File: src/logic/cpu_params_pkg.sv
`default_nettype none

package cpu_params_pkg;

  // datapath widths
  parameter int DATA_WIDTH     = 32;
  parameter int ADDR_WIDTH     = 16; // byte address
  parameter int REGISTER_WIDTH = 5;

  // unified memory
  parameter int MEM_SIZE       = 1024; // in words
  parameter int READ_LATENCY   = 3;    // cycles from accept to rdata_valid

  typedef logic [DATA_WIDTH-1:0]     word_t;
  typedef logic [ADDR_WIDTH-1:0]     addr_t;
  typedef logic [REGISTER_WIDTH-1:0] reg_idx_t;

endpackage : cpu_params_pkg

`default_nettype wire

File: src/logic/mem_port_if.sv
`timescale 1ns/1ps
`default_nettype none

interface mem_port_if #(
  parameter int DATA_WIDTH = 32,
  parameter int ADDR_WIDTH = 16
);

  logic                  rd_req;
  logic                  wr_req;
  logic [ADDR_WIDTH-1:0] addr;
  logic [DATA_WIDTH-1:0] wdata;
  logic [DATA_WIDTH-1:0] rdata;
  logic                  rdata_valid; // one-cycle read completion
  logic                  wr_done;     // one-cycle write completion

  modport requester (
    output rd_req, wr_req, addr, wdata,
    input  rdata, rdata_valid, wr_done
  );

  modport server (
    input  rd_req, wr_req, addr, wdata,
    output rdata, rdata_valid, wr_done
  );

endinterface : mem_port_if

`default_nettype wire

File: src/logic/fetch_unit.sv
`timescale 1ns/1ps
`default_nettype none

module fetch_unit #(
  parameter int DATA_WIDTH = cpu_params_pkg::DATA_WIDTH,
  parameter int ADDR_WIDTH = cpu_params_pkg::ADDR_WIDTH
)(
  input  logic                  clk_i,
  input  logic                  rst_i,
  input  logic                  fetch_en_i,
  input  logic                  redirect_i,
  input  cpu_params_pkg::addr_t redirect_pc_i,
  output logic                  instr_valid_o,
  output cpu_params_pkg::word_t instr_o,
  output cpu_params_pkg::addr_t instr_pc_o,
  mem_port_if.requester         mem
);

  logic                  req_q;    // read outstanding
  logic                  stale_q;  // outstanding read belongs to an old pc
  logic [ADDR_WIDTH-1:0] pc_q;     // next pc to fetch
  logic [ADDR_WIDTH-1:0] req_pc_q; // pc of the outstanding read
  logic                  keep_word;

  assign mem.rd_req = req_q;
  assign mem.wr_req = 1'b0;
  assign mem.addr   = req_pc_q;
  assign mem.wdata  = {DATA_WIDTH{1'b0}};

  assign keep_word = req_q && mem.rdata_valid && !stale_q && !redirect_i;

  always_ff @(posedge clk_i) begin
    if (!rst_i) begin
      req_q         <= 1'b0;
      stale_q       <= 1'b0;
      pc_q          <= '0;
      instr_valid_o <= 1'b0;
    end else begin
      instr_valid_o <= keep_word;
      if (redirect_i) pc_q <= redirect_pc_i;
      if (req_q) begin
        if (redirect_i) stale_q <= 1'b1;
        if (mem.rdata_valid) begin
          req_q   <= 1'b0; // request drops after the pulse
          stale_q <= 1'b0;
          if (keep_word) pc_q <= req_pc_q + ADDR_WIDTH'(4);
        end
      end else if (fetch_en_i && !redirect_i) begin
        req_q <= 1'b1;
      end
    end
  end

  always_ff @(posedge clk_i) begin
    if (!req_q) req_pc_q <= pc_q; // frozen while the read is in flight
    if (keep_word) begin
      instr_o    <= mem.rdata;
      instr_pc_o <= req_pc_q;
    end
  end

endmodule : fetch_unit

`default_nettype wire

File: src/flat_wrapper.sv
// flat-port wrapper written by rule: the top's interface ports become plain ports
module fetch_unit_flat 
#(
  parameter int DATA_WIDTH = cpu_params_pkg::DATA_WIDTH,
  parameter int ADDR_WIDTH = cpu_params_pkg::ADDR_WIDTH
)
  (clk_i, rst_i, fetch_en_i, redirect_i, redirect_pc_i, instr_valid_o, instr_o, instr_pc_o, mem_rd_req, mem_wr_req, mem_addr, mem_wdata, mem_rdata, mem_rdata_valid, mem_wr_done);
  mem_port_if #(.DATA_WIDTH(DATA_WIDTH), .ADDR_WIDTH(ADDR_WIDTH)) mem_i ();
  input  logic clk_i;
  input  logic rst_i;
  input  logic fetch_en_i;
  input  logic redirect_i;
  input  cpu_params_pkg::addr_t redirect_pc_i;
  output logic instr_valid_o;
  output cpu_params_pkg::word_t instr_o;
  output cpu_params_pkg::addr_t instr_pc_o;
  output wire logic [$bits(mem_i.rd_req)-1:0] mem_rd_req;
  output wire logic [$bits(mem_i.wr_req)-1:0] mem_wr_req;
  output wire logic [$bits(mem_i.addr)-1:0] mem_addr;
  output wire logic [$bits(mem_i.wdata)-1:0] mem_wdata;
  input wire logic [$bits(mem_i.rdata)-1:0] mem_rdata;
  input wire logic [$bits(mem_i.rdata_valid)-1:0] mem_rdata_valid;
  input wire logic [$bits(mem_i.wr_done)-1:0] mem_wr_done;
  assign mem_rd_req = mem_i.rd_req;
  assign mem_wr_req = mem_i.wr_req;
  assign mem_addr = mem_i.addr;
  assign mem_wdata = mem_i.wdata;
  assign mem_i.rdata = mem_rdata;
  assign mem_i.rdata_valid = mem_rdata_valid;
  assign mem_i.wr_done = mem_wr_done;
  fetch_unit #(.DATA_WIDTH(DATA_WIDTH), .ADDR_WIDTH(ADDR_WIDTH)) u_core (.clk_i(clk_i), .rst_i(rst_i), .fetch_en_i(fetch_en_i), .redirect_i(redirect_i), .redirect_pc_i(redirect_pc_i), .instr_valid_o(instr_valid_o), .instr_o(instr_o), .instr_pc_o(instr_pc_o), .mem(mem_i));
endmodule
File: config.mk
export PLATFORM = sky130hd
export DESIGN_NAME = fetch_unit_flat
export DESIGN_NICKNAME = d
export VERILOG_FILES = /design/src/logic/cpu_params_pkg.sv /design/src/logic/mem_port_if.sv /design/src/logic/fetch_unit.sv /design/src/flat_wrapper.sv
export SDC_FILE = /design/constraint.sdc
export NUM_CORES = 1
export LEC_CHECK = 0
export ABC_AREA = 1
export BUFFER_PORTS_ARGS = -buffer_cell sky130_fd_sc_hd__buf_2
export CELL_PAD_IN_SITES_DETAIL_PLACEMENT = 0
export CELL_PAD_IN_SITES_GLOBAL_PLACEMENT = 1
export CORE_MARGIN = 8
export CORE_UTILIZATION = 32
export DETAILED_ROUTE_END_ITERATION = 10
export GPL_TIMING_DRIVEN = 0
export MAX_ROUTING_LAYER = met4
export PLACE_DENSITY = 0.8
export SLEW_MARGIN = 20
export SYNTH_ARGS = -nofsm -noshare
export SYNTH_HDL_FRONTEND = slang
export SYNTH_SLANG_ARGS = --single-unit
File: constraint.sdc
create_clock -name clk_i -period 1.39 [get_ports clk_i]
set_clock_uncertainty 0.05 [all_clocks]
set_input_delay 0.0695 -clock clk_i [delete_from_list [all_inputs] [get_ports clk_i]]
set_output_delay 0.0695 -clock clk_i [all_outputs]
set_load 0.005 [all_outputs]
# [Word-level counts from Yosys, hierarchy flattened]
# Index checks and enable logic that the tools add are counted.
[word_totals] register_bits=83 output_inout_bits=99 elab_cells=25
[op_classes] add_sub_neg=1 mux=9 reduce_logical=8
[op_table] operator="$mux W16" n=4
[op_table] operator="$add A16 B3 Y16 const B" n=1
[op_table] operator="$mux W1" n=5
[op_table] operator="$logic_and A1 B1 Y1" n=4
[op_table] operator="$logic_not A1 Y1" n=2
[op_table] operator="$reduce_and A2 Y1" n=1
[op_table] operator="$reduce_bool A2 Y1" n=1

# [Logic depth before layout (Yosys ltp)]
# Gate-level depths: netlist (run 1).
[depth] depth_word=6 depth_mapped=8 depth_no_buf=8

# [Worst setup path before layout (run 1)]
# No wires, ideal clock.
[synth_timing] kind="register to register" startpoint="register u_core.req_q, in the netlist u_core.mem.rd_req" endpoint="register u_core.instr_o[0], enable pin" arrival_ns=1.026 t_required_ns=0.967 setup_slack_ns=-0.058 path_stages_with_launch=4 synth_period_minus_slack_ns=1.448 path_cell_list="dfxtp_1 > nand3_2 > inv_1 > buf_4"
[synth_via] elab_chain_len=3
[synth_rtl] item="start, declared" line_no="fetch_unit.sv:19" source="logic req_q;"
[synth_rtl] item="start signal, assigned" line_no="fetch_unit.sv:34" source="req_q <= 1'b0;"
[synth_rtl] item="start signal, assigned" line_no="fetch_unit.sv:44" source="req_q <= 1'b0;"
[synth_rtl] item="start signal, assigned" line_no="fetch_unit.sv:49" source="req_q <= 1'b1;"
[synth_rtl] item="$logic_and A1 B1 Y1 (3 in a row)" line_no="fetch_unit.sv:30" source="assign keep_word = req_q && mem.rdata_valid && !stale_q && !redirect_i;"
[synth_rtl] item="net u_core.keep_word" line_no="fetch_unit.sv:23" source="logic keep_word;"
[synth_rtl] item="end signal, assigned" line_no="fetch_unit.sv:57" source="instr_o <= mem.rdata;"
[synth_rtl] item="end, declared" line_no="fetch_unit.sv:14" source="output cpu_params_pkg::word_t instr_o,"
# The timed path passes the listed nets, and every way through them passes these cells.
# A chain may end at the register's enable or synchronous reset.

# [Final worst setup path (run 1)]
[layout_timing] startpoint="register u_core.req_pc_q[2], in the netlist u_core.mem.addr[2]" endpoint="register u_core.pc_q[6]"
[layout_via] elab_chain_len=4
[layout_rtl] item="start, declared" line_no="fetch_unit.sv:22" source="logic [ADDR_WIDTH-1:0] req_pc_q;"
[layout_rtl] item="start signal, assigned" line_no="fetch_unit.sv:55" source="if (!req_q) req_pc_q <= pc_q;"
[layout_rtl] item="$add A16 B3 Y16" line_no="fetch_unit.sv:46" source="if (keep_word) pc_q <= req_pc_q + ADDR_WIDTH'(4);"
[layout_rtl] item="$mux W16" line_no="fetch_unit.sv:46"
[layout_rtl] item="$mux W16" line_no="fetch_unit.sv:43" source="if (mem.rdata_valid) begin"
[layout_rtl] item="$mux W16" line_no="fetch_unit.sv:41" source="if (req_q) begin"
[layout_rtl] item="end signal, assigned" line_no="fetch_unit.sv:40" source="if (redirect_i) pc_q <= redirect_pc_i;"
[layout_rtl] item="end signal, assigned" line_no="fetch_unit.sv:46"
[layout_rtl] item="end, declared" line_no="fetch_unit.sv:21" source="logic [ADDR_WIDTH-1:0] pc_q;"
# Every way passes these cells.

==> reports/qor.txt, run 1 <==
Internal = 0.00422 W
Dpl cell area = 4230 um^2
Net Switching = 0.00119 W
FF-to-FF End = u_core.pc_q[6]
Fin. max-slew vios = 0
Non-Filler Instances = 631
Top FF cell, synth = edfxtp_1
Clock buffer depth = 2
Drt total wl = 9.32 mm
Core area = 10200 um^2
Ys async rst share = 0
Layout cell share with drive strength beyond 1 = 0.406
Clk slew on worst S/H paths = 0.08 ns
Design Power = 0.00541 W
CTS Buf Count = 9
Netlist Area Pre-Place = 3350 um^2
Maximum VDD drop = 0.511 mV
Drt pass-1 iters = 4
Worst setup EP type = register
Req. time, crit path = 1.59 ns
Clock power frac = 0.346
Reg area = 2300 um^2
Status = complete, but fails checks
Vias in the first global route = 2700
Congestion Overflow GR = 0
Pwr per Cell Area = 1080 nW/um^2
Worst skew pair latency = 0.35 ns
Clk sinks = 83
Width of the chip = 118 um
Final setup violation count = 1
Register-to-Register Path Depth = 7
FILL cells = 884
Leak = 2.26 nW
Routed vias = 2651
Startpoint types = register
Fmax = 692 MHz
Crit path to = u_core.pc_q[6]
H-tree depth = 3
Vias per std cell = 4.20
Hold Path Class = primary input to register
All-Layer GR Usage = 0.131
Crit path launch = u_core.mem.addr[2]
Sequential area share after synthesis = 0.687
Worst setup margin = -0.0552 ns
Hold Vio Cnt, Final = 0
Worst reg2reg setup slack = -0.06 ns
Hold Slack = 0.0162 ns
Crit path DAT = 1.64 ns
Sw frac = 0.220
Flop pwr share = 0.537
Area Overhead vs Synth = 49.4%
Initial antenna violation count = 0
Worst slack, placed = -0.225 ns
Violated checks = setup timing
CP max FO = 4
MaxCap Viol Count = 0
Period utilization = 1.04
WL per Instance = 14.8 um
Post-synthesis register bit count = 83
Die height = 118 um
Design area = 5010 um^2
DRT iter0 DRCs = 118
Comb pwr share = 0.118
Dpl cells = 565
CTS tree = yes
Largest net degree at the start of global routing = 30
Unrepaired setup endpoints after global routing = true
Routability cong. = 0.782
Post-synth EDFFs = 64
Placement Rows = 37
Nets = 545
Total die area = 14000 um^2
Initial cell density of the core = 0.328
I/O pin total = 153
DPL Wire Length = 6.32 mm
ANT cells = 0
Syn Area/Cell = 12.0 um^2
Root Buffer = clkbuf_8
Post-synth cell types = 26
Port Buffers = 117
Antenna Violating Nets Remaining = 0
Reg2Reg Launch Point = u_core.mem.addr[2]
DRC Markers = 0
Multi-input combinational cell area = 828 um^2
Hold Crit Depth = 5
Setup Crit Path Kind = register to register
Synth warn = 0
Period minus WS final = 1.45 ns
First-pass GRT wire length = 14.1 mm
Gate Count Post-Synth = 280
-- final cells by class --
cell class	count	share of cell area
Buffer	40	0.0667
Clock buffer	12	0.0290
Clock inverter	4	0.0147
Inverter	22	0.0177
Multi-Input combinational cell	168	0.165
Sequential cell	83	0.460
Tap cell	136	0.0340
Timing Repair Buffer	166	0.212
-- synthesized netlist by cell type (3+ instances only) --
master | number | share of area
nand4_1 | 3 | 0.0056
buf_6 | 3 | 0.010
o21ai_0 | 4 | 0.0060
o21a_1 | 5 | 0.011
a21oi_1 | 9 | 0.013
dfxtp_1 | 19 | 0.11
nand3_1 | 15 | 0.022
a31oi_1 | 10 | 0.019
edfxtp_1 | 64 | 0.57
nor2_1 | 11 | 0.012
buf_4 | 34 | 0.076
nand2_1 | 66 | 0.074
inv_1 | 21 | 0.024
-- worst max-delay path: stages, from the launching register on --
cell	delay [ns]
edfxtp_1	0.44
ha_2	0.24
nand2_4	0.09
nor2_4	0.05
buf_4	0.14
xor2_2	0.15
o22ai_1	0.13
inv_1	0.05
-- registers in the layout, indices dropped and copies added (netlist names) --
register / cells
u_core.instr_o: 32
u_core.instr_pc_o: 16
u_core.instr_valid_o: 1
u_core.mem.addr: 16
u_core.mem.rd_req: 1
u_core.pc_q: 16
u_core.stale_q: 1
-- repair_timing --
item,4_1_cts,5_1_grt
buffers inserted,4,8
hold endpoints to repair,37,0
endpoints found under the setup margin,60,51
hold buffers,36,0
pin swaps,2,5
cloned,1,1
resized for setup,7,13
-- layout by cell type (no fill, tap or decap), drive strengths merged --
| cell | Yosys | final |
|---|---|---|
| nand3 | 16 | 16 |
| clkinv | 0 | 2 |
| inv | 22 | 21 |
| a31oi | 10 | 10 |
| dlygate4sd3 | 0 | 36 |
| xor2 | 1 | 1 |
| clkinvlp | 0 | 1 |
| a21oi | 9 | 9 |
| nand2 | 66 | 66 |
| edfxtp | 64 | 64 |
| o21a | 5 | 5 |
| nand3b | 1 | 1 |
| o21ai | 5 | 5 |
| xnor2 | 1 | 1 |
| clkbuf | 2 | 14 |
| buf | 38 | 168 |
| o22ai | 2 | 2 |
| nor2 | 14 | 15 |
| conb | 1 | 33 |
| nand4 | 3 | 3 |
| ha | 1 | 1 |
| dfxtp | 19 | 19 |
| bufinv | 0 | 2 |
-- power groups by stage --
| stage | combinational (W) | sequential (W) | clock [W] |
|---|---|---|---|
| global placement | 0.000468 | 0.00295 | 0 |
| floorplan | 0.000258 | 0.00294 | 0 |
| global route | 0.000705 | 0.00292 | 0.00200 |
| finish | 0.000638 | 0.00290 | 0.00187 |
| CTS | 0.000583 | 0.00290 | 0.00192 |
| detailed placement | 0.000476 | 0.00296 | 0 |
-- kinds of logic (layout without fill, tap and decap cells) --
kind of cell,count (synthesis),after routing,synth area share
XOR/XNOR,2,2,0.00523
buffers and inverters,62,244,0.121
AO/OA/AOI/OAI,31,31,0.0545
flip-flops,83,83,0.687
other,1,33,0.00112
adder cells (fa/ha/maj),1,1,0.00373
AND/OR/NAND/NOR,100,101,0.128
-- per-stage QoR --
| stage | util | TNS, ns |
|---|---|---|
| 2_1_floorplan | - | 0 |
| 3_3_place_gp | 0.414 | -9.49 |
| 3_5_place_dp | 0.414 | -10.81 |
| 4_1_cts | 0.478 | -0.429 |
| 5_1_grt | 0.489 | -0.533 |
| 6_report | 0.489 | -0.0552 |
-- routing by layer --
layer | share of wire | global-route usage | up-vias
met3 | 0.096 | 0.0490 | 8
li1 | - | - | 1307
met1 | 0.42 | 0.144 | 1206
met4 | 0.014 | 0.0512 | 0
met2 | 0.47 | 0.213 | 130
met5 | 0 | - | -
-- worst min path at each step --
stage                      startpoint            endpoint  slack, ns
floorplan                mem_rdata[0]   u_core.instr_o[0]       0.12
global placement        mem_rdata[12]  u_core.instr_o[12]       0.20
detailed placement      mem_rdata[12]  u_core.instr_o[12]       0.20
CTS                 redirect_pc_i[13]     u_core.pc_q[13]     0.0007
global route         redirect_pc_i[1]      u_core.pc_q[1]       0.04
finish              redirect_pc_i[13]     u_core.pc_q[13]       0.02
Power figures use the tool's default switching activity.
==> run 2, diff against run 1 <==
Settings changed: SETUP_SLACK_MARGIN set to 0.3.
==> run 2 against run 1 <==
The flow now finishes without violations. Combinational power rose by 20%. Power is 1.0% higher. Clock power down 4%. Sequential cell count unchanged. Utilization grew 4.7 points.
==> reports/qor.txt, run 2 (synthesis results as in run 1) <==
Layout cell share with drive strength beyond 1 = 0.448
Die height = 118 um
Number of flip-flops in the largest register = 32
Dpl cells = 565
Endpoint, Worst Hold = u_core.pc_q[13]
Top reg by flops = u_core.instr_o
Routability cong. = 0.769
Net Switching = 0.00122 W
Fin. max-slew vios = 0
Sw frac = 0.223
Largest net degree at the start of global routing = 16
Clock power frac = 0.330
Area Overhead vs Synth = 63.9%
Clock buffer depth = 2
Placement Rows = 37
Non-Filler Instances = 654
Antenna Violating Nets Remaining = 0
MaxCap Viol Count = 0
DRC Markers = 0
Register-to-Register Path Depth = 8
Clk sinks = 83
Core area = 10200 um^2
Hold Crit Depth = 5
CP bufs+invs = 1
Initial cell density of the core = 0.328
Period minus WS final = 1.36 ns
Total die area = 14000 um^2
WL per Instance = 15.3 um
Hold Path Class = primary input to register
CP max FO = 4
Period utilization = 0.978
Status = finished, final reports clean
Worst reg2reg setup slack = 0.03 ns
Drt total wl = 9.99 mm
CP top delay family = flip-flops
Worst setup EP type = register
Root Buffer = clkbuf_8
Clk slew on worst S/H paths = 0.07 ns
All-Layer GR Usage = 0.144
Fmax = 736 MHz
I/O pin total = 153
Startpoint types = register
Flop pwr share = 0.530
Congestion Overflow GR = 0
Port Buffers = 117
Routed vias = 2774
Crit path cell chain = ha_4 > nand2_4 > nor2_4 > nand2_2 > a21oi_2 > o21ai_1 > nand2_1 > inv_1
Pwr per Cell Area = 995 nW/um^2
Nets = 568
DPL Wire Length = 6.46 mm
Vias per std cell = 4.24
Commonest non-fill, non-tap cell in the layout = buf_2
Crit path DAT = 1.56 ns
Hold Vio Cnt, Final = 0
Slowest CP cell = edfxtp_1
Unrepaired setup endpoints after global routing = true
Initial antenna violation count = 0
Design area = 5490 um^2
Largest stage delay, worst path = 0.44 ns
FF-to-FF End = u_core.pc_q[10]
Drt pass-1 iters = 4
H-tree depth = 3
Worst skew pair latency = 0.35 ns
FILL cells = 856
CTS Buf Count = 9
Width of the chip = 118 um
CTS tree = yes
Hold path startpoint = redirect_pc_i[13]
First-pass GRT wire length = 15.6 mm
Dpl cell area = 4260 um^2
Vias in the first global route = 2887
Most frequent cells in the layout = buf_2, edfxtp_1, nand2_1
Comb pwr share = 0.140
Final setup violation count = 0
Req. time, crit path = 1.59 ns
Internal = 0.00425 W
Setup Crit Path Kind = register to register
Leak = 2.47 nW
DRT iter0 DRCs = 126
Reg2Reg Launch Point = u_core.mem.addr[3]
ANT cells = 0
Maximum VDD drop = 0.464 mV
## run 2: cell types whose count changed in the layout (fill, tap and decap cells not counted), sizes merged
cell    delta
buf       +22
clkinv     +1
## run 2: per-stage QoR
stage / worst slack [ns] / power [W] / utilization / setup TNS, ns / hold slack, ns
after detailed placement: -0.0700 / 0.00344 / 0.416 / -0.237 / 0.198
after global placement: -0.0606 / 0.00343 / 0.416 / -0.0792 / 0.197
after CTS: 0.0226 / 0.00545 / 0.519 / 0 / 0.0144
after floorplan: 0.0837 / 0.00321 / - / 0 / 0.118
after global routing: -0.0846 / 0.00567 / 0.537 / -0.322 / 0.0281
final: 0.0306 / 0.00547 / 0.537 / 0 / 0.0233
## run 2: how the worst max path moves through the flow
stage / end / depth (start not counted) / slack, ns / startpoint
2_1_floorplan: u_core.pc_q[10] / 8 / 0.08 / u_core.mem.addr[2]
3_3_place_gp: u_core.pc_q[10] / 8 / -0.06 / u_core.mem.addr[2]
3_5_place_dp: u_core.pc_q[13] / 7 / -0.07 / u_core.mem.addr[7]
4_1_cts: u_core.pc_q[15] / 7 / 0.02 / u_core.mem.addr[7]
5_1_grt: u_core.pc_q[10] / 8 / -0.08 / u_core.mem.addr[2]
6_report: u_core.pc_q[10] / 8 / 0.03 / u_core.mem.addr[3]
## run 2: final cells by class
type | count | area, um^2 | share of cell area
Clock inverter | 4 | 68.8 | 0.0125
Sequential cell | 83 | 2310 | 0.420
Clock buffer | 12 | 135 | 0.0246
Multi-Input combinational cell | 168 | 888 | 0.162
Timing Repair Buffer | 188 | 1470 | 0.268
Inverter | 22 | 93.8 | 0.0171
Buffer | 40 | 342 | 0.0622
Tap cell | 136 | 170 | 0.0310
Timing Repair inverter | 1 | 16.3 | 0.00296
## run 2: repair_timing
item,CTS,global route
hold buffers,36,0
pin swaps,4,7
gates cloned,10,0
resized for setup,26,24
setup endpoints to repair,93,78
setup buffers,19,8
endpoints found under the hold margin,37,0
## run 2: routing by layer
| metal | share of wire | global-route usage |
|---|---|---|
| met3 | 0.087 | 0.0481 |
| met1 | 0.43 | 0.164 |
| met4 | 0.011 | 0.0576 |
| met2 | 0.47 | 0.230 |
| met5 | 0 | - |
## run 2: worst reg2reg max path, delay by kind of cell (launching register included)
family | cells | cell delay, ns
flip-flops | 1 | 0.44
AND/OR/NAND/NOR | 4 | 0.37
AO/OA/AOI/OAI | 2 | 0.20
adder cells (fa/ha/maj) | 1 | 0.19
buffers and inverters | 1 | 0.03
## run 2: power groups by stage
stage	Clock, W	Sequential (W)	Combinational (W)
final	0.00180	0.00290	0.000763
after global routing	0.00192	0.00291	0.000837
after CTS	0.00184	0.00290	0.000712
after detailed placement	0	0.00296	0.000484
after global placement	0	0.00295	0.000474
after floorplan	0	0.00295	0.000265
