**src/logic/cpu_params_pkg.sv**
```systemverilog
`default_nettype none

package cpu_params_pkg;

  // datapath widths
  parameter int DATA_WIDTH     = 32;
  parameter int ADDR_WIDTH     = 16; // byte address
  parameter int REGISTER_WIDTH = 5;

  // unified memory
  parameter int MEM_SIZE       = 1024; // in words
  parameter int READ_LATENCY   = 3;    // cycles from accept to rdata_valid

  typedef logic [DATA_WIDTH-1:0]     word_t;
  typedef logic [ADDR_WIDTH-1:0]     addr_t;
  typedef logic [REGISTER_WIDTH-1:0] reg_idx_t;

endpackage : cpu_params_pkg

`default_nettype wire

```
**src/logic/mem_bus_pkg.sv**
```systemverilog
`default_nettype none

package mem_bus_pkg;

  parameter int NUM_REQUESTERS = 2;

  // which client owns the shared memory
  typedef enum logic {
    REQ_FETCH = 1'b0,
    REQ_DATA  = 1'b1
  } requester_e;

endpackage : mem_bus_pkg

`default_nettype wire

```
**src/logic/mem_port_if.sv**
```systemverilog
`timescale 1ns/1ps
`default_nettype none

interface mem_port_if #(
  parameter int DATA_WIDTH = 32,
  parameter int ADDR_WIDTH = 16
);

  logic                  rd_req;
  logic                  wr_req;
  logic [ADDR_WIDTH-1:0] addr;
  logic [DATA_WIDTH-1:0] wdata;
  logic [DATA_WIDTH-1:0] rdata;
  logic                  rdata_valid; // one-cycle read completion
  logic                  wr_done;     // one-cycle write completion

  modport requester (
    output rd_req, wr_req, addr, wdata,
    input  rdata, rdata_valid, wr_done
  );

  modport server (
    input  rd_req, wr_req, addr, wdata,
    output rdata, rdata_valid, wr_done
  );

endinterface : mem_port_if

`default_nettype wire

```
**src/logic/mem_arbiter.sv**
```systemverilog
`timescale 1ns/1ps
`default_nettype none

module mem_arbiter #(
  parameter int DATA_WIDTH = cpu_params_pkg::DATA_WIDTH,
  parameter int ADDR_WIDTH = cpu_params_pkg::ADDR_WIDTH
)(
  input  logic          clk_i,
  input  logic          rst_i,
  mem_port_if.server    fetch_port,
  mem_port_if.server    data_port,
  mem_port_if.requester mem_port
);

  logic [mem_bus_pkg::NUM_REQUESTERS-1:0] req_vec;

  logic                    busy_q;   // one transaction outstanding
  mem_bus_pkg::requester_e owner_q;  // owner of that transaction
  mem_bus_pkg::requester_e prio_q;   // port that wins the next tie
  mem_bus_pkg::requester_e other;
  mem_bus_pkg::requester_e next_owner;
  mem_bus_pkg::requester_e cur;
  logic                    done;

  assign req_vec[mem_bus_pkg::REQ_FETCH] = fetch_port.rd_req || fetch_port.wr_req;
  assign req_vec[mem_bus_pkg::REQ_DATA]  = data_port.rd_req || data_port.wr_req;

  assign other      = (prio_q == mem_bus_pkg::REQ_FETCH) ? mem_bus_pkg::REQ_DATA
                                                         : mem_bus_pkg::REQ_FETCH;
  assign next_owner = req_vec[prio_q] ? prio_q : other;
  assign cur        = busy_q ? owner_q : next_owner; // grant is same-cycle
  assign done       = busy_q && (mem_port.rdata_valid || mem_port.wr_done);

  always_comb begin
    if (cur == mem_bus_pkg::REQ_DATA) begin
      mem_port.rd_req = data_port.rd_req;
      mem_port.wr_req = data_port.wr_req;
      mem_port.addr   = data_port.addr;
      mem_port.wdata  = data_port.wdata;
    end else begin
      mem_port.rd_req = fetch_port.rd_req;
      mem_port.wr_req = fetch_port.wr_req;
      mem_port.addr   = fetch_port.addr;
      mem_port.wdata  = fetch_port.wdata;
    end
  end

  // only the owner sees data and completions
  assign fetch_port.rdata       = (owner_q == mem_bus_pkg::REQ_FETCH) ? mem_port.rdata : '0;
  assign fetch_port.rdata_valid = busy_q && (owner_q == mem_bus_pkg::REQ_FETCH)
                                  && mem_port.rdata_valid;
  assign fetch_port.wr_done     = busy_q && (owner_q == mem_bus_pkg::REQ_FETCH)
                                  && mem_port.wr_done;
  assign data_port.rdata        = (owner_q == mem_bus_pkg::REQ_DATA) ? mem_port.rdata : '0;
  assign data_port.rdata_valid  = busy_q && (owner_q == mem_bus_pkg::REQ_DATA)
                                  && mem_port.rdata_valid;
  assign data_port.wr_done      = busy_q && (owner_q == mem_bus_pkg::REQ_DATA)
                                  && mem_port.wr_done;

  always_ff @(posedge clk_i) begin
    if (!rst_i) begin
      busy_q  <= 1'b0;
      owner_q <= mem_bus_pkg::REQ_FETCH;
      prio_q  <= mem_bus_pkg::REQ_FETCH;
    end else if (!busy_q && (|req_vec)) begin
      busy_q  <= 1'b1;
      owner_q <= next_owner;
    end else if (done) begin
      busy_q <= 1'b0;
      prio_q <= (owner_q == mem_bus_pkg::REQ_FETCH) ? mem_bus_pkg::REQ_DATA
                                                    : mem_bus_pkg::REQ_FETCH;
    end
  end

endmodule : mem_arbiter

`default_nettype wire

```
**src/flat_wrapper.sv**
```systemverilog
// flat-port wrapper written by rule: the top's interface ports become plain ports
module mem_arbiter_flat 
#(
  parameter int DATA_WIDTH = cpu_params_pkg::DATA_WIDTH,
  parameter int ADDR_WIDTH = cpu_params_pkg::ADDR_WIDTH
)
  (clk_i, rst_i, fetch_port_rd_req, fetch_port_wr_req, fetch_port_addr, fetch_port_wdata, fetch_port_rdata, fetch_port_rdata_valid, fetch_port_wr_done, data_port_rd_req, data_port_wr_req, data_port_addr, data_port_wdata, data_port_rdata, data_port_rdata_valid, data_port_wr_done, mem_port_rd_req, mem_port_wr_req, mem_port_addr, mem_port_wdata, mem_port_rdata, mem_port_rdata_valid, mem_port_wr_done);
  mem_port_if #(.DATA_WIDTH(DATA_WIDTH), .ADDR_WIDTH(ADDR_WIDTH)) fetch_port_i ();
  mem_port_if #(.DATA_WIDTH(DATA_WIDTH), .ADDR_WIDTH(ADDR_WIDTH)) data_port_i ();
  mem_port_if #(.DATA_WIDTH(DATA_WIDTH), .ADDR_WIDTH(ADDR_WIDTH)) mem_port_i ();
  input  logic clk_i;
  input  logic rst_i;
  input wire logic [$bits(fetch_port_i.rd_req)-1:0] fetch_port_rd_req;
  input wire logic [$bits(fetch_port_i.wr_req)-1:0] fetch_port_wr_req;
  input wire logic [$bits(fetch_port_i.addr)-1:0] fetch_port_addr;
  input wire logic [$bits(fetch_port_i.wdata)-1:0] fetch_port_wdata;
  output wire logic [$bits(fetch_port_i.rdata)-1:0] fetch_port_rdata;
  output wire logic [$bits(fetch_port_i.rdata_valid)-1:0] fetch_port_rdata_valid;
  output wire logic [$bits(fetch_port_i.wr_done)-1:0] fetch_port_wr_done;
  input wire logic [$bits(data_port_i.rd_req)-1:0] data_port_rd_req;
  input wire logic [$bits(data_port_i.wr_req)-1:0] data_port_wr_req;
  input wire logic [$bits(data_port_i.addr)-1:0] data_port_addr;
  input wire logic [$bits(data_port_i.wdata)-1:0] data_port_wdata;
  output wire logic [$bits(data_port_i.rdata)-1:0] data_port_rdata;
  output wire logic [$bits(data_port_i.rdata_valid)-1:0] data_port_rdata_valid;
  output wire logic [$bits(data_port_i.wr_done)-1:0] data_port_wr_done;
  output wire logic [$bits(mem_port_i.rd_req)-1:0] mem_port_rd_req;
  output wire logic [$bits(mem_port_i.wr_req)-1:0] mem_port_wr_req;
  output wire logic [$bits(mem_port_i.addr)-1:0] mem_port_addr;
  output wire logic [$bits(mem_port_i.wdata)-1:0] mem_port_wdata;
  input wire logic [$bits(mem_port_i.rdata)-1:0] mem_port_rdata;
  input wire logic [$bits(mem_port_i.rdata_valid)-1:0] mem_port_rdata_valid;
  input wire logic [$bits(mem_port_i.wr_done)-1:0] mem_port_wr_done;
  assign fetch_port_i.rd_req = fetch_port_rd_req;
  assign fetch_port_i.wr_req = fetch_port_wr_req;
  assign fetch_port_i.addr = fetch_port_addr;
  assign fetch_port_i.wdata = fetch_port_wdata;
  assign fetch_port_rdata = fetch_port_i.rdata;
  assign fetch_port_rdata_valid = fetch_port_i.rdata_valid;
  assign fetch_port_wr_done = fetch_port_i.wr_done;
  assign data_port_i.rd_req = data_port_rd_req;
  assign data_port_i.wr_req = data_port_wr_req;
  assign data_port_i.addr = data_port_addr;
  assign data_port_i.wdata = data_port_wdata;
  assign data_port_rdata = data_port_i.rdata;
  assign data_port_rdata_valid = data_port_i.rdata_valid;
  assign data_port_wr_done = data_port_i.wr_done;
  assign mem_port_rd_req = mem_port_i.rd_req;
  assign mem_port_wr_req = mem_port_i.wr_req;
  assign mem_port_addr = mem_port_i.addr;
  assign mem_port_wdata = mem_port_i.wdata;
  assign mem_port_i.rdata = mem_port_rdata;
  assign mem_port_i.rdata_valid = mem_port_rdata_valid;
  assign mem_port_i.wr_done = mem_port_wr_done;
  mem_arbiter #(.DATA_WIDTH(DATA_WIDTH), .ADDR_WIDTH(ADDR_WIDTH)) u_core (.clk_i(clk_i), .rst_i(rst_i), .fetch_port(fetch_port_i), .data_port(data_port_i), .mem_port(mem_port_i));
endmodule
```
**config.mk**
```make
export PLATFORM = sky130hd
export DESIGN_NAME = mem_arbiter_flat
export DESIGN_NICKNAME = d
export VERILOG_FILES = /design/src/logic/cpu_params_pkg.sv /design/src/logic/mem_bus_pkg.sv /design/src/logic/mem_port_if.sv /design/src/logic/mem_arbiter.sv /design/src/flat_wrapper.sv
export SDC_FILE = /design/constraint.sdc
export NUM_CORES = 1
export LEC_CHECK = 0
export ABC_AREA = 1
export ABC_CLOCK_PERIOD_IN_PS = 2200
export BUFFER_PORTS_ARGS = -buffer_cell sky130_fd_sc_hd__buf_2
export CELL_PAD_IN_SITES_DETAIL_PLACEMENT = 1
export CELL_PAD_IN_SITES_GLOBAL_PLACEMENT = 1
export CORE_MARGIN = 5
export CORE_UTILIZATION = 14
export DETAILED_ROUTE_END_ITERATION = 6
export GPL_ROUTABILITY_DRIVEN = 0
export PLACE_DENSITY = 0.89
export SLEW_MARGIN = 30
export SYNTH_ARGS = -nofsm -noshare
export SYNTH_HDL_FRONTEND = slang
export SYNTH_SLANG_ARGS = --single-unit
```
**constraint.sdc**
```tcl
create_clock -name clk_i -period 2.2 [get_ports clk_i]
set_clock_uncertainty 0.1 [all_clocks]
set_input_delay 0.11 -clock clk_i [delete_from_list [all_inputs] [get_ports clk_i]]
set_output_delay 0.11 -clock clk_i [all_outputs]
set_load 0.005 [all_outputs]
```
==> Yosys cells after proc, flatten, opt, wreduce, memory -nomap -nowiden <==
Cells that the tools add are included.
{ "totals": {"word_cells": 35, "out_inout_bits": 118, "regBits": 3} }
{ "op_classes": {"n_reduce_logical": 15, "bitwise_logic": 2, "n_mux": 14, "order_cmp": 1} }
{ "op_table": {"columns": ["operator", "n"], "rows": [
  ["32-bit two-way mux", 3],
  ["16-bit two-way mux", 1],
  ["1-bit two-way mux", 10],
  ["1-bit logical AND", 8],
  ["1-bit logical OR", 3],
  ["1-bit by 2-bit < comparator with 1-bit output (second input constant)", 1],
  ["1-bit inverter", 2],
  ["2-bit AND reduction", 1],
  ["2-bit nonzero test", 1],
  ["2-bit OR reduction", 1],
  ["1-bit zero test", 1]
]} }

==> Longest topological paths before layout <==
Gate-level depths: netlist (run 1).
{ "depth": {"word_depth": 6, "ltp_mapped": 7, "mapped_depth_nobuf": 6} }

==> Worst setup path after synthesis (run 1) <==
OpenSTA, ideal clock, no wires.
{ "synth_timing": {"path_kind": "register to output", "start": "reg u_core.busy_q", "end": "out mem_port_addr[0]", "setup_slack_ns": 0.917, "stages_incl_launch_ff": 8, "arrival_time_ns": 1.073, "cell_sequence": "dfxtp_1 -> inv_2 -> or2_0 -> buf_2 -> nand2_4 -> buf_6 -> nand2_1 -> nand2_1"} }
{ "synth_via": {"elab_chain_len": 2} }
{ "synth_rtl": {"columns": ["item", "line", "source"], "rows": [
  ["from (decl)", "mem_arbiter.sv:17", "logic busy_q;"],
  ["from (signal assigned)", "mem_arbiter.sv:62", "busy_q <= 1'b0;"],
  ["from (signal assigned)", "mem_arbiter.sv:66", "busy_q <= 1'b1;"],
  ["from (signal assigned)", "mem_arbiter.sv:69", "busy_q <= 1'b0;"],
  ["1-bit two-way mux", "mem_arbiter.sv:31", "assign cur = busy_q ? owner_q : next_owner;"],
  ["16-bit two-way mux", "mem_arbiter.sv:35", "if (cur == mem_bus_pkg::REQ_DATA) begin"],
  ["to (decl)", "flat_wrapper.sv:29", "output wire logic [$bits(mem_port_i.addr)-1:0] mem_port_addr;"]
]} }
No other way between the ends.

==> Worst setup path in the final report (run 1) <==
{ "layout_timing": {"start": "reg u_core.busy_q", "end": "out mem_port_wdata[16]"} }
{ "layout_via": {"elab_chain_len": 2} }
{ "layout_rtl": {"columns": ["item", "line", "source"], "rows": [
  ["1-bit two-way mux", "mem_arbiter.sv:31", null],
  ["32-bit two-way mux", "mem_arbiter.sv:35", null],
  ["to (decl)", "flat_wrapper.sv:30", "output wire logic [$bits(mem_port_i.wdata)-1:0] mem_port_wdata;"]
]} }
No other way between the ends.

==> results of run 1 <==
## per-layer routing
metal | routed length (um) | track usage, %
met5 | 20 | 0
met3 | 503 | 3.04
met2 | 5100 | 27.3
met4 | 109 | 2.27
met1 | 3510 | 14.6
## critical path, stage by stage, from the launching register on
cell and delay, ns:
dfxtp_1 0.39, inv_2 0.07, or2_2 0.31, nand2_4 0.41, nand2_1 0.13, nand2_1 0.08
buf_2 0.10
## report_power, final
part / internal (uW) / total (uW) / switching [uW] / leakage (uW)
Combinational: 350 / 794 / 444 / 0.00216
Sequential: 60.5 / 65.8 / 5.27 / 0.0000253
Clock: 124 / 162 / 38.7 / 0.0000228
Total: 535 / 1020 / 488 / 0.00220
## sequential cells by signal, summed over array words and instances, names as in the netlist
name / cells
u_core.busy_q: 1
u_core.owner_q: 1
u_core.prio_q: 1
## stage by stage
step	hold slack, ns	total power, uW	instance area (um2)	instances	setup slack, ns
6_report	0.0385	1020	2810	707	0.262
5_1_grt	0.0622	1130	2810	707	0.114
4_1_cts	0.0420	1040	2810	707	0.245
3_5_place_dp	0.271	878	2770	703	0.458
3_3_place_gp	0.264	860	2770	703	0.443
2_1_floorplan	0.130	472	1450	334	0.917
## worst min-delay path by stage
stage | from | endpoint | slack (ns) | cells past startpoint
6_report | rst_i | u_core.owner_q$_SDFFE_PN0P_ | 0.04 | 3
5_1_grt | rst_i | u_core.owner_q$_SDFFE_PN0P_ | 0.06 | 3
3_5_place_dp | rst_i | u_core.owner_q$_SDFFE_PN0P_ | 0.27 | 3
2_1_floorplan | rst_i | u_core.owner_q$_SDFFE_PN0P_ | 0.13 | 2
3_3_place_gp | rst_i | u_core.owner_q$_SDFFE_PN0P_ | 0.26 | 3
4_1_cts | rst_i | u_core.owner_q$_SDFFE_PN0P_ | 0.04 | 3
## cells by family after synthesis
| group | count (synthesis) | synth area share [%] |
|---|---|---|
| compound gates | 5 | 1.73 |
| buf+inv | 91 | 27.3 |
| simple gates | 235 | 66.8 |
| flops | 3 | 4.16 |
## placed cells by master, fill, tap and decap left out, drive strengths merged
cell type / instances
buf: 256
nand2: 139
inv: 68
nand3: 51
nor2: 42
clkbuf: 4
o21ai: 3
dfxtp: 3
a21oi: 2
or2: 1
nor3b: 1
nor3: 1
## final cells by class
class,count,area [um2]
clock buffer,4,45.0
fill,1522,7370
inverter,68,255
multi-input combinational,240,991
sequential,3,61.3
tap,136,170
timing repair buffer,256,1290
==> results.md, run 1 <==
- Via density: 3.94
- Slew @ Worst Pin: 0.624 ns
- Number of synthesized flops with an enable pin: 0
- Postcts setup bufs: 0
- Final min period: 1.94 ns
- Maximum vdd ir drop: 0.000118 V
- Yosys reg bits: 3
- Fin util: 27.6%
- Launch point of the worst reg-to-reg path: u_core.owner_q$_SDFFE_PN0P_
- Total GRT Usage: 13.6%
- Final Max Slew Viols: 0
- Hold Buf Count CTS: 0
- CP required: 1.99 ns
- Yosys cell types: 17
- Clk slew on worst S/H paths: 0.03 ns
- Num CTS Buffers: 3
- TritonCTS clock tree: done
- Largest cells by area after synthesis: nand2_1, inv_1, nand3_1, nor2_1, buf_2
- Layout cell share with drive strength beyond 1: 46.2%
- First-pass GRT wire length: 14200 um
- Post-synth top area share: 35.8%
- Fmax: 516 MHz
- CP Capture Type: primary output
- Setup crit start kind: flip-flop
- Initial antenna violation count: 1
- Die H: 112 um
- Reg2Reg Depth: 4
- Area delta synth->final: 94.5%
- Routed Antenna Nets: 0
- Syn avg cell area: 4.33 um2
- Synth async-reset ratio: 0%
- Relative slew margins: 58.4%
- Iteration-0 DRC count of the detailed router: 138
- Routed len/inst: 13.1 um
- ANT cells: 0
- P_leak: 0.00220 uW
- Crit path max fanout: 50
- DIE WIDTH: 112 um
- Sum Neg Setup Slack: 0 ns
- Sequential share of the synthesized area: 4.16%
- IO Pins: 254
- Pre-antenna DRT Iters: 4
- Core Region: 10200 um2
- Grt ovf: 0
- Post-Syn Nets: 470
- # H-tree levels: 1
- RSZ-0062 raised after global routing: no
- Root Buffer: clkbuf_8
- Post_cts resized: 0
- Die area: 12500 um2
- DRT Wirelength: 9250 um
- Dominant cell by count in the synthesized netlist: nand2_1
- HP Class: input port to flip-flop
- Vias: 2783
- Detailed Place HPWL: 7810 um
- Yosys top cell by area: nand2_1
- Cells after synthesis: 334
- Tcrit/Tclk final: 88.1%
- Initial Utilization: 14.2%
- Reg2reg setup slack: 0.70 ns
- Num rows: 37
- Total of max-cap violations: 0
- Worst Path Arrival: 1.73 ns
- Status: complete, no violations
- Setup Viol. Count Final: 0
- Worst-Skew Late Latency: 0.22 ns
- Power Density: 364 nW/um2
- Final nets: 708
- Synth Cell Area: 1450 um2
- Synth top cells by count: nand2_1, inv_1, nand3_1
- Number of failing hold endpoints at the final stage: 0
- CP Capture Point: mem_port_wdata[16]
- RR Endpoint: u_core.prio_q$_SDFFE_PN0P_
- Vias in the first global route: 2812
- Largest net degree at the start of global routing: 67
- Remaining DRCs: 0
- IO Port Bufs: 253
- Crit path launch: u_core.busy_q$_SDFFE_PN0P_
- Yosys warns: 0
- Clock Path Buffers: 2
- Critical path class: flip-flop to primary output
- Sink Count: 3
- Top FF cell, synth: dfxtp_1
Power figures use the tool's default switching activity.
==> inputs of run 2 (changes only) <==
- ABC_AREA: 1 -> not set
- CORE_UTILIZATION: 14 -> 17
- PLACE_DENSITY: 0.89 -> 0.91
==> run 2 against run 1 <==
Flip-flop and latch count is the same. Final cell count fell by 29%. Critical path depth unchanged. Worst hold slack got worse by 0.0022 ns. Clock power decreased by 4%. Power is 5.8% lower. Global-route usage up 0.36 points. Critical endpoint is now mem_port_addr[8]. Wire length down 11%. Highest routed layer is now met4. First-iteration DRC count is 76% lower. Synthesized cell count is 56% lower. Die area fell by 16%.
==> results.md, run 2 <==
- Most common cell after layout, fill and taps aside: buf_2
- Num CTS Buffers: 3 (unchanged)
- TritonCTS clock tree: done
- Setup Viol. Count Final: 0 (unchanged)
- Sink Count: 3 (unchanged)
- Placed cell area: 2780 um2 (+0.59%)
- Sum Neg Setup Slack: 0 ns (unchanged)
- Final Max Slew Viols: 0 (unchanged)
- Cells after synthesis: 148 (-56%)
- Detailed Place HPWL: 7160 um (-8.3%)
- CP peak stage delay: 0.38 ns (-0.03 ns)
- Status: complete, no violations
- Synth Cell Area: 1440 um2 (-0.43%)
- ANT cells: 0 (unchanged)
- RSZ-0062 raised after global routing: no
- P_leak: 0.00182 uW (-17%)
- Crit path max fanout: 25 (-50%)
- Remaining DRCs: 0 (unchanged)
- Core Region: 8220 um2 (-19%)
- Number of failing hold endpoints at the final stage: 0 (unchanged)
- Synth async-reset ratio: 0% (unchanged)
- Reg2Reg Depth: 3 (-1)
- Final min period: 2.08 ns (+0.141 ns)
- Fmax: 481 MHz (-6.8%)
- Initial antenna violation count: 0 (-1)
- Total of max-cap violations: 0 (unchanged)
- DRT Wirelength: 8240 um (-11%)
- Vias in the first global route: 2322 (-17%)
- Top flop regs: u_core.busy_q x1, u_core.owner_q x1, u_core.prio_q x1
- Grt ovf: 0 (unchanged)
- Yosys cell types: 18 (+1)
- DIE WIDTH: 102 um (-8.6%)
- Yosys warns: 0 (unchanged)
- Worst path cell trace: o21ba_1 > a211oi_4 > buf_4 > buf_12 > mux2_4 > buf_2
- Power Density: 335 nW/um2 (-7.8%)
- Top FF cell, synth: dfxtp_1
- CP required: 1.99 ns (about the same)
- Tcrit/Tclk final: 94.5% (+6.4 points)
- Routed len/inst: 16.4 um (+25%)
- Post-synth top area share: 52.2% (+16 points)
- Worst Path Arrival: 1.87 ns (+0.14 ns)
- Layout cell share with drive strength beyond 1: 80.7% (+34 points)
- Clock Path Buffers: 2 (unchanged)
- Yosys reg bits: 3 (unchanged)
- Area delta synth->final: 99.6%
- Hold Buf Count CTS: 0 (unchanged)
- Critical path depth: 6 (unchanged)
- Die area: 10400 um2 (-16%)
- Total GRT Usage: 14.0% (+0.36 points)
- Synth top cells by count: mux2_4, and2_1, nor2b_1
- Die H: 102 um (-8.6%)
- Setup crit start kind: flip-flop
- Non-Filler Cell Area, Final: 2870 um2 (+2.1%)
- Clk slew on worst S/H paths: 0.03 ns (about the same)
- CP Capture Type: primary output
- Sequential share of the synthesized area: 4.17% (+0.018 points)
- Slew @ Worst Pin: 0.514 ns (-0.110 ns)
- Dominant cell by count in the synthesized netlist: mux2_4
- HP Class: input port to flip-flop
- IO Port Bufs: 253 (unchanged)
- Num rows: 33 (-11%)
- Via density: 4.15 (+5.5%)
- Maximum vdd ir drop: 0.000131 V (+12%)
- Yosys top cell by area: mux2_4
- Largest cells by area after synthesis: mux2_4, and2_1, nor2b_1, dfxtp_1, buf_6
- Iteration-0 DRC count of the detailed router: 33 (-76%)
- Worst-Skew Late Latency: 0.21 ns (about the same)
- WHS Path Cells: 3 (unchanged)
- Post-Syn Nets: 284 (-40%)
- Relative slew margins: 65.7% (+7.3 points)
- Critical path class: flip-flop to primary output
- First-pass GRT wire length: 11500 um (-19%)
- Pre-antenna DRT Iters: 3 (-1)
- Worst path top cell family by delay: buffers and inverters
- Most frequent cells in the layout: buf_2, mux2_4, nor2b_1, and2_1
- Largest net degree at the start of global routing: 71 (+6.0%)
- Root Buffer: clkbuf_8
- Number of synthesized flops with an enable pin: 0 (unchanged)
- Syn avg cell area: 9.72 um2 (+120%)
- Vias: 2088 (-25%)
- Worst path slowest cell: dfxtp_2
- IO Pins: 254 (unchanged)
- # H-tree levels: 1 (unchanged)
- CP bufs+invs: 3 (+1)
- Final nets: 535 (-24%)
- Routed Antenna Nets: 0 (unchanged)
- Initial Utilization: 17.5% (+3.3 points)
[run 2: power breakdown]
group	switching (uW)	internal (uW)
logic	295	446
registers	6.33	60.1
clock network	32.4	123
[run 2: timing repair]
| action | 4_1_cts | 5_1_grt |
|---|---|---|
| endpoints found under the setup margin | 50 | 50 |
| gates cloned | 1 | 0 |
| pin swaps | 1 | 0 |
| resized for setup | 1 | 1 |
| buffers inserted | 2 | 0 |
[run 2: final cells by class]
class                      instances  area [um2]
sequential                         3        62.6
fill                            1045        5350
multi-input combinational        133        1300
timing repair buffer             258        1340
tap                              105         131
clock buffer                       4        45.0
[run 2: logic make-up (layout without fill, tap and decap cells)]
logic type | after synthesis | in the layout | share of synthesized area, %
flops | 3 | 3 | 4.17
compound gates | 7 | 7 | 4.17
mux | 50 | 50 | 52.2
simple gates | 76 | 76 | 33.7
buf+inv | 12 | 262 | 5.74
[run 2: path summary, 6_finish.rpt]
check                               from                          end  slack [ns]
max reg2reg  u_core.owner_q$_SDFFE_PN0P_  u_core.owner_q$_SDFFE_PN0P_        0.90
min reg2reg   u_core.prio_q$_SDFFE_PN0P_   u_core.prio_q$_SDFFE_PN0P_        0.45
min                                rst_i   u_core.busy_q$_SDFFE_PN0P_        0.04
max           u_core.busy_q$_SDFFE_PN0P_             mem_port_addr[8]        0.12
[run 2: metal layers]
| metal | share of wire, % | global-route usage [%] |
|---|---|---|
| met5 | 0 | 0 |
| met4 | 1.8 | 3.03 |
| met3 | 14 | 4.78 |
| met2 | 51 | 27.7 |
| met1 | 33 | 13.9 |
[run 2: stage by stage]
stage | hold WS [ns] | total power (uW) | util [%] | setup WS (ns) | cells
final | 0.0363 | 963 | 34.9 | 0.122 | 503
after global routing | 0.0492 | 1040 | 34.9 | 0.0248 | 503
after CTS | 0.0435 | 981 | 34.9 | 0.0585 | 503
after detailed placement | 0.264 | 792 | 33.9 | 0.181 | 496
after global placement | 0.251 | 772 | 33.9 | 0.234 | 496
after floorplan | 0.124 | 453 | - | 0.481 | 148
[run 2: worst register-to-register path: stages (launching register included)]
cell and delay [ns]:
dfxtp_2 0.31, buf_4 0.42, o21ai_0 0.17, a21boi_0 0.21
